--- src/design/boot_rom.hex ---
// one 32-bit hex word per line, starting at ROM word 0.
00000513
10000597
0005a603
00c52023
00450513
00458593
fe0598e3
800026b7
0006a703
00e6a223
80003737
01400793
00f72223
00100813
01072423
0000006f

--- src/design/soc_bus_pkg.sv ---
// Bus widths, memory map pages, memory depths, register offsets and the fetch NOP word.
package soc_bus_pkg;

	localparam int ADDR_W = 30;
	localparam int DATA_W = 32;
	localparam int BSEL_W = DATA_W / 8;

	// a word address splits into a page number and a word offset.
	localparam int PAGE_W = 20;
	localparam int OFS_W = 10;

	localparam logic [PAGE_W-1:0] RAM_PAGE = 20'h00000;
	localparam logic [PAGE_W-1:0] ROM_PAGE = 20'h10000;
	localparam logic [PAGE_W-1:0] IRQ_PAGE = 20'h80002;
	localparam logic [PAGE_W-1:0] TIMER_PAGE = 20'h80003;

	localparam int RAM_WORDS = 256;
	localparam int RAM_AW = $clog2(RAM_WORDS);
	localparam int ROM_WORDS = 16;
	localparam int ROM_AW = $clog2(ROM_WORDS);
	localparam ROM_FILE = "/design/src/design/boot_rom.hex";

	// irq inputs 0 and 1 come from the timers, the rest are external.
	localparam int NR_TIMERS = 2;
	localparam int NR_IRQS = 4;
	localparam int TMR_IDX_W = $clog2(NR_TIMERS);

	localparam logic [OFS_W-1:0] IRQ_STATUS_OFS = 10'd0;
	localparam logic [OFS_W-1:0] IRQ_ENABLE_OFS = 10'd1;

	localparam int TMR_STRIDE = 4;
	localparam int TMR_REG_W = $clog2(TMR_STRIDE);
	localparam logic [TMR_REG_W-1:0] TMR_COUNT_OFS = 2'd0;
	localparam logic [TMR_REG_W-1:0] TMR_RELOAD_OFS = 2'd1;
	localparam logic [TMR_REG_W-1:0] TMR_CTRL_OFS = 2'd2;

	localparam logic [DATA_W-1:0] INSTR_NOP = 32'h0000_0000;

endpackage

--- src/design/bus_if.sv ---
// Data-slave bus interface and fetch-slave interface, each with req, slv and rsp modports.
`timescale 1ns/1ps

interface bus_if;
	import soc_bus_pkg::*;

	logic access;
	logic [OFS_W-1:0] addr;
	logic [DATA_W-1:0] wr_val;
	logic wr_en;
	logic [BSEL_W-1:0] bytesel;
	logic [DATA_W-1:0] rd_data;
	logic ack;
	logic error;

	modport req (output access, addr, wr_val, wr_en, bytesel);
	modport slv (input access, addr, wr_val, wr_en, bytesel, output rd_data, ack, error);
	modport rsp (input rd_data, ack, error);
endinterface

interface fetch_if;
	import soc_bus_pkg::*;

	logic access;
	logic [OFS_W-1:0] addr;
	logic [DATA_W-1:0] rd_data;
	logic ack;

	modport req (output access, addr);
	modport slv (input access, addr, output rd_data, ack);
	modport rsp (input rd_data, ack);
endinterface

--- src/design/bus_response_mux.sv ---
// Response mux merging slave acks, errors and read data with the miss responses.
`timescale 1ns/1ps

module bus_response_mux (
	input logic clk,
	input logic i_arst_n,
	bus_if.rsp d_ram,
	bus_if.rsp d_rom,
	bus_if.rsp d_irq,
	bus_if.rsp d_tmr,
	fetch_if.rsp f_ram,
	fetch_if.rsp f_rom,
	input logic i_d_miss,
	input logic i_i_miss,
	output logic [soc_bus_pkg::DATA_W-1:0] o_d_data,
	output logic o_d_ack,
	output logic o_d_error,
	output logic [soc_bus_pkg::DATA_W-1:0] o_i_data,
	output logic o_i_ack,
	output logic o_i_error
);
	import soc_bus_pkg::*;

	assign o_d_ack = d_ram.ack | d_rom.ack | d_irq.ack | d_tmr.ack | i_d_miss;
	assign o_d_error = d_ram.error | d_rom.error | d_irq.error | d_tmr.error | i_d_miss;

	// a miss has no slave ack, so it falls through to zero.
	always_comb begin
		if (d_ram.ack)
			o_d_data = d_ram.rd_data;
		else if (d_rom.ack)
			o_d_data = d_rom.rd_data;
		else if (d_irq.ack)
			o_d_data = d_irq.rd_data;
		else if (d_tmr.ack)
			o_d_data = d_tmr.rd_data;
		else
			o_d_data = '0;
	end

	assign o_i_ack = f_ram.ack | f_rom.ack | i_i_miss;
	assign o_i_error = i_i_miss;

	always_comb begin
		if (f_ram.ack)
			o_i_data = f_ram.rd_data;
		else if (f_rom.ack)
			o_i_data = f_rom.rd_data;
		else
			o_i_data = INSTR_NOP;
	end

	a_one_ack: assert property (@(posedge clk) disable iff (!i_arst_n)
		$onehot0({d_ram.ack, d_rom.ack, d_irq.ack, d_tmr.ack, i_d_miss}) &&
		$onehot0({f_ram.ack, f_rom.ack, i_i_miss}));

	a_err_with_ack: assert property (@(posedge clk) disable iff (!i_arst_n)
		(({d_ram.error, d_rom.error, d_irq.error, d_tmr.error} &
		~{d_ram.ack, d_rom.ack, d_irq.ack, d_tmr.ack}) == 4'b0000));

endmodule

--- src/flat_wrapper.sv ---
// flat-port wrapper written by rule: the top's interface ports become plain ports
module bus_response_mux_flat import soc_bus_pkg::*;
  (clk, i_arst_n, i_d_miss, i_i_miss, o_d_data, o_d_ack, o_d_error, o_i_data, o_i_ack, o_i_error, d_ram_rd_data, d_ram_ack, d_ram_error, d_rom_rd_data, d_rom_ack, d_rom_error, d_irq_rd_data, d_irq_ack, d_irq_error, d_tmr_rd_data, d_tmr_ack, d_tmr_error, f_ram_rd_data, f_ram_ack, f_rom_rd_data, f_rom_ack);
  bus_if d_ram_i ();
  bus_if d_rom_i ();
  bus_if d_irq_i ();
  bus_if d_tmr_i ();
  fetch_if f_ram_i ();
  fetch_if f_rom_i ();
  input logic clk;
  input logic i_arst_n;
  input logic i_d_miss;
  input logic i_i_miss;
  output logic [soc_bus_pkg::DATA_W-1:0] o_d_data;
  output logic o_d_ack;
  output logic o_d_error;
  output logic [soc_bus_pkg::DATA_W-1:0] o_i_data;
  output logic o_i_ack;
  output logic o_i_error;
  input wire logic [$bits(d_ram_i.rd_data)-1:0] d_ram_rd_data;
  input wire logic [$bits(d_ram_i.ack)-1:0] d_ram_ack;
  input wire logic [$bits(d_ram_i.error)-1:0] d_ram_error;
  input wire logic [$bits(d_rom_i.rd_data)-1:0] d_rom_rd_data;
  input wire logic [$bits(d_rom_i.ack)-1:0] d_rom_ack;
  input wire logic [$bits(d_rom_i.error)-1:0] d_rom_error;
  input wire logic [$bits(d_irq_i.rd_data)-1:0] d_irq_rd_data;
  input wire logic [$bits(d_irq_i.ack)-1:0] d_irq_ack;
  input wire logic [$bits(d_irq_i.error)-1:0] d_irq_error;
  input wire logic [$bits(d_tmr_i.rd_data)-1:0] d_tmr_rd_data;
  input wire logic [$bits(d_tmr_i.ack)-1:0] d_tmr_ack;
  input wire logic [$bits(d_tmr_i.error)-1:0] d_tmr_error;
  input wire logic [$bits(f_ram_i.rd_data)-1:0] f_ram_rd_data;
  input wire logic [$bits(f_ram_i.ack)-1:0] f_ram_ack;
  input wire logic [$bits(f_rom_i.rd_data)-1:0] f_rom_rd_data;
  input wire logic [$bits(f_rom_i.ack)-1:0] f_rom_ack;
  assign d_ram_i.rd_data = d_ram_rd_data;
  assign d_ram_i.ack = d_ram_ack;
  assign d_ram_i.error = d_ram_error;
  assign d_rom_i.rd_data = d_rom_rd_data;
  assign d_rom_i.ack = d_rom_ack;
  assign d_rom_i.error = d_rom_error;
  assign d_irq_i.rd_data = d_irq_rd_data;
  assign d_irq_i.ack = d_irq_ack;
  assign d_irq_i.error = d_irq_error;
  assign d_tmr_i.rd_data = d_tmr_rd_data;
  assign d_tmr_i.ack = d_tmr_ack;
  assign d_tmr_i.error = d_tmr_error;
  assign f_ram_i.rd_data = f_ram_rd_data;
  assign f_ram_i.ack = f_ram_ack;
  assign f_rom_i.rd_data = f_rom_rd_data;
  assign f_rom_i.ack = f_rom_ack;
  bus_response_mux u_core (.clk(clk), .i_arst_n(i_arst_n), .d_ram(d_ram_i), .d_rom(d_rom_i), .d_irq(d_irq_i), .d_tmr(d_tmr_i), .f_ram(f_ram_i), .f_rom(f_rom_i), .i_d_miss(i_d_miss), .i_i_miss(i_i_miss), .o_d_data(o_d_data), .o_d_ack(o_d_ack), .o_d_error(o_d_error), .o_i_data(o_i_data), .o_i_ack(o_i_ack), .o_i_error(o_i_error));
endmodule
--- config.mk ---
export PLATFORM = sky130hd
export DESIGN_NAME = bus_response_mux_flat
export DESIGN_NICKNAME = d
export VERILOG_FILES = /design/src/design/soc_bus_pkg.sv /design/src/design/bus_if.sv /design/src/design/bus_response_mux.sv /design/src/flat_wrapper.sv
export SDC_FILE = /design/constraint.sdc
export NUM_CORES = 1
export LEC_CHECK = 0
export ABC_AREA = 1
export BUFFER_PORTS_ARGS = -buffer_cell sky130_fd_sc_hd__buf_4
export CORE_AREA = 5 5 103 105
export DETAILED_ROUTE_END_ITERATION = 8
export DIE_AREA = 0 0 108 110
export MAX_ROUTING_LAYER = met4
export PLACE_DENSITY = 0.61
export SYNTH_ARGS = -nofsm -noshare
export SYNTH_HDL_FRONTEND = slang
export SYNTH_SLANG_ARGS = --single-unit
--- constraint.sdc ---
create_clock -name vclk -period 0.8
set_input_delay 0.04 -clock vclk [all_inputs]
set_output_delay 0.04 -clock vclk [all_outputs]
set_load 0.1 [all_outputs]
==> results.py, run 1 <==
metrics = {
    "run_status": {
        "status": "complete, but fails checks",
        "violations": "negative setup slack",
    },
    "final_layout": {
        "areaGrowthSynthToFinish_pct": 253,
        "diodes": 0,
        "seq_cells": 0,
        "fin_util_pct": 73.3,
        "stdcell_count": 810,
        "seqCellArea_sq_um": 0,
        "clockBufferCount": 0,
        "layout.nets": 885,
        "final_cell_mix": "205 x buf_4, 84 x buf_12, 83 x nand2_1, 46 x nand2_4, 40 x nor2_2",
        "layout.cells.most_common": "buf_4",
        "fill_cells": 660,
        "drive_gt1_share_pct": 81.2,
    },
    "setup_path": {
        "startpoint": "d_rom_ack",
        "critPathLaunchType": "primary input",
        "path_max_fanout": 7,
        "endpoint_kind": "output port",
        "cp.required_ps": 760,
        "crit_arrival_ps": 930,
        "path_class": "in2out",
    },
    "sta": {
        "slew_headroom_pct": 81.3,
        "fin_ws_ps": -173,
        "tns_ps": -3720,
        "rsz0062_at_grt": "true",
        "worstMarginPinSlew_ps": 283,
        "period_share_pct": 122,
        "final_max_slew_viol_count": 0,
        "max_freq_ghz": 1.03,
        "fin_crit_ps": 973,
        "setup_viol": 38,
        "finalHoldViolations": 0,
    },
    "global_routing": {
        "grt_max_degree": 23,
        "grt_overflow_total": 0,
        "grt_antenna_before_repair": 0,
        "grt_pass1_wl_mm": 21.2,
        "grt_use_total_pct": 23.3,
        "grt_pass1_vias": 3981,
    },
    "floorplanning": {
        "die_height_um": 110,
        "die_w_um": 108,
        "die-area_sq_um": 11900,
        "coreArea_sq_um": 9550,
        "start_util_pct": 20.8,
        "num_rows": 36,
        "ios": 274,
    },
    "yosys": {
        "synth_cell_type_count": 17,
        "synth_nets": 606,
        "synth_top_area_share_pct": 36.9,
        "synth_area_sq_um": 1980,
        "ys_warn_count": 0,
        "syn-instance-count": 400,
        "synth_area_leaders": "nand2_1 37%, nand3_1 14%, nor2_2 9.5%",
        "synth_area_per_cell_sq_um": 4.96,
        "ys_seq_area_share_pct": 0,
        "yosys.area.top_type": "nand2_1",
    },
    "routing": {
        "vias_per_cell": 4.74,
        "vias": 3843,
        "drc": 0,
        "drt_iter0_drc": 137,
        "dr.pass1.iters": 4,
        "ant_nets": 0,
        "wirelength_mm": 15.7,
        "routed_wire_length_per_instance_um": 19.4,
    },
    "place": {
        "place_congestion": 0.816,
        "dp_hpwl_mm": 10.1,
        "dp_worst_setup_slack_ps": -351,
        "portBuffers": 272,
        "dp_cells": 789,
    },
    "job": {
        "cap_violations": 0,
    },
    "hold_path": {
        "hold_path_startpoint": "i_i_miss",
        "min_path_type": "in2out",
    },
    "clock_tree": {
        "cts_hold_buf": 0,
    },
    "power_and_ir_drop": {
        "vdd_ir_drop_max_mv": 0.656,
        "power.density_nw_per_um2": 935,
        "p_leak_nw": 3.15,
    },
}
==> final timing paths <==
kind / to / slack [ps] / cells past startpoint
worst max-delay path: o_d_data[12] / -170 / 7
worst min-delay path: o_i_error / 430 / 2
==> cell usage after synthesis <==
master / instances
nand2_1: 195
nand3_1: 54
nor2_1: 36
a21oi_1: 32
nor2_2: 30
buf_2: 12
buf_6: 11
nand3_2: 10
buf_4: 7
buf_12: 3
clkbuf_8: 3
nor3_1: 2
buf_8: 1
inv_2: 1
inv_6: 1
inv_8: 1
nor2_4: 1
==> power breakdown <==
group          internal, mW  leakage [nW]  switching, mW
logic                  2.71          3.15           3.83
registers                 0             0              0
clock network             0             0              0
total                  2.71          3.15           3.83
==> kinds of logic (layout without fill, tap and decap cells) <==
kind of cell | count (synthesis) | in the layout | share of synthesized area, %
buf+inv | 40 | 317 | 19.0
compound gates | 32 | 32 | 8.08
simple gates | 328 | 328 | 72.9
==> metrics by stage <==
stage / power [mW] / instance area [sq um] / hold WS, ps
final: 6.54 / 7000 / 430
after global routing: 6.76 / 7000 / 437
after CTS: 6.17 / 6420 / 418
after detailed placement: 4.95 / 4990 / 417
after global placement: 4.91 / 4990 / 417
after floorplan: 3.54 / 2830 / 292
==> routing by layer <==
| metal | up-vias | global-route usage, % | wire, um |
|---|---|---|---|
| li1 | 1824 | - | - |
| met3 | 29 | 4.60 | 1210 |
| met1 | 1789 | 24.8 | 5330 |
| met5 | - | - | 0 |
| met4 | 0 | 3.97 | 430 |
| met2 | 201 | 45.3 | 8750 |
==> final cells by class <==
cell class	instances	area [sq um]	share of cell area (%)
timing repair buffer	313	3730	53.3
timing repair inverter	1	16.3	0.233
inverter	3	52.6	0.751
tap	133	166	2.38
multi-input combinational	360	3030	43.3
==> critical path, stage by stage <==
cell and delay (ps):
buf_16 150, buf_16 170, a21oi_4 110, nand2_1 90, nand2_2 130, nand2_8 70
buf_12 160
==> repair_timing <==
item,CTS,global route
endpoints found under the setup margin,66,66
setup buffers,3,4
gates cloned,9,6
pin swaps,46,54
gates resized for setup,284,89
No activity file was read; power rests on OpenSTA's default activity.
==> inputs of run 2 (changes only) <==
--- a/config.mk
+++ b/config.mk
@@ -7,11 +7,12 @@
 export LEC_CHECK = 0
 export ABC_AREA = 1
 export BUFFER_PORTS_ARGS = -buffer_cell sky130_fd_sc_hd__buf_4
-export CORE_AREA = 5 5 103 105
+export CORE_AREA = 2 2 106 108
 export DETAILED_ROUTE_END_ITERATION = 8
 export DIE_AREA = 0 0 108 110
+export GPL_ROUTABILITY_DRIVEN = 0
 export MAX_ROUTING_LAYER = met4
-export PLACE_DENSITY = 0.61
+export PLACE_DENSITY = 0.56
 export SYNTH_ARGS = -nofsm -noshare
 export SYNTH_HDL_FRONTEND = slang
 export SYNTH_SLANG_ARGS = --single-unit
==> run 2 against run 1 <==
  * Flip-flop and latch count did not move
  * Largest cell class unchanged
  * Utilization fell by 8.3 points
  * Total power shrank 0.91%
  * Sequential share of layout area stayed put
  * Critical path depth unchanged
  * Worst setup slack worse by 0.94 ps
  * Final cell count grew 1.2%
  * The run still ends with negative setup slack left
  * Clock-buffer cell count stayed put
==> results.py, run 2 (same netlist as run 1, synthesis figures left out) <==
metrics = {
    "floorplanning": {
        "die_height_um": 110,
        "ios": 274,
        "die_w_um": 108,
        "die-area_sq_um": 11900,
        "num_rows": 38,
        "coreArea_sq_um": 10700,
        "start_util_pct": 18.5,
    },
    "final_layout": {
        "layout.cells.most_common": "buf_4",
        "seq_cells": 0,
        "fill_cells": 821,
        "fin_util_pct": 64.9,
        "clockBufferCount": 0,
        "postLayoutCellArea_sq_um": 6950,
        "diodes": 0,
        "drive_gt1_share_pct": 82.4,
        "layout.nets": 888,
        "seqCellArea_sq_um": 0,
        "final_cell_mix": "208 x buf_4, 87 x nand2_1, 83 x buf_12, 41 x nand2_4",
        "areaGrowthSynthToFinish_pct": 250,
        "stdcell_count": 820,
    },
    "sta": {
        "max_freq_ghz": 1.03,
        "worstMarginPinSlew_ps": 281,
        "finalHoldViolations": 0,
        "period_share_pct": 122,
        "fin_crit_ps": 974,
        "rsz0062_at_grt": "true",
        "final_max_slew_viol_count": 0,
        "setup_viol": 39,
        "tns_ps": -3620,
        "holdWs_ps": 424,
        "slew_headroom_pct": 81.4,
        "fin_ws_ps": -174,
    },
    "global_routing": {
        "grt_antenna_before_repair": 0,
        "grt_pass1_vias": 3886,
        "grt_use_total_pct": 21.1,
        "grt_overflow_total": 0,
        "use_met2_pct": 41.2,
        "met1_usage_pct": 22.7,
        "grt_pass1_wl_mm": 19.7,
        "grt_max_degree": 31,
        "gr-usage-met3_pct": 4.17,
        "grt_busiest_layer": "met2",
    },
    "setup_path": {
        "critPathMaxStageDelay_ps": 170,
        "path_class": "in2out",
        "path_max_fanout": 16,
        "cpMostUsedCell": "buf_12",
        "critPathLaunchType": "primary input",
        "startpoint": "d_irq_ack",
        "critical_path.cell_chain": "buf_12, buf_16, a21oi_1, nand2_1, nand2_2, nand2_8, buf_12",
        "endpoint": "o_d_data[20]",
        "worst_path_max_delay_cell": "buf_16",
        "endpoint_kind": "output port",
        "crit_arrival_ps": 930,
        "cp.required_ps": 760,
    },
    "routing": {
        "vias_per_cell": 4.66,
        "ant_nets": 0,
        "wirelength_mm": 14.3,
        "dr.pass1.iters": 4,
        "vias": 3820,
        "drc": 0,
        "drt_iter0_drc": 137,
        "routed_wire_length_per_instance_um": 17.4,
    },
    "place": {
        "portBuffers": 272,
        "place_area_sq_um": 5080,
        "dp_hpwl_mm": 9.39,
        "dp_worst_setup_slack_ps": -278,
        "dp_cells": 802,
    },
    "power_and_ir_drop": {
        "power.density_nw_per_um2": 933,
        "p_total_mw": 6.48,
        "p_leak_nw": 3.12,
        "vdd_ir_drop_max_mv": 0.662,
    },
    "run_status": {
        "violations": "negative setup slack",
        "status": "complete, but fails checks",
    },
    "job": {
        "cap_violations": 0,
    },
    "hold_path": {
        "hold_path_startpoint": "i_i_miss",
        "min_path_type": "in2out",
    },
    "clock_tree": {
        "cts_hold_buf": 0,
    },
}
## run 2: changes by cell type in the layout (fill, tap and decap cells not counted), sizes merged
cell    before  now
inv          3    2
clkbuf       6    4
buf        307  313
## run 2: layout make-up
class | instances | area, sq um | share of cell area, %
repair buffers | 317 | 3660 | 52.7
multi-input cells | 360 | 3060 | 44.1
well taps | 140 | 175 | 2.52
inverters | 3 | 48.8 | 0.702
## run 2: routing by layer
layer	routed length [um]	vias up
met5	0	-
met4	202	0
met3	1180	15
met2	8040	184
met1	4840	1792
li1	-	1829
## run 2: worst min-delay path by stage
stage	cells after the start	to
after floorplan	1	o_i_error
after global routing	2	o_i_error
after detailed placement	2	o_i_error
after global placement	2	o_i_error
after CTS	2	o_i_error
final	2	o_i_error
## run 2: repair_timing
| item | 4_1_cts | 5_1_grt |
|---|---|---|
| pin swaps | 45 | 74 |
| gates resized for setup | 275 | 97 |
| setup endpoints to repair | 66 | 66 |
| buffers inserted | 9 | 0 |
| gates cloned | 5 | 4 |
## run 2: power by group
part | total (mW) | internal, mW | switching [mW]
clock network | 0 | 0 | 0
registers | 0 | 0 | 0
logic | 6.48 | 2.67 | 3.81
## run 2: worst max-delay path, delay by kind of cell
family          cells  cell delay [ps]
simple gates        3              270
buf+inv             3              460
compound gates      1              140
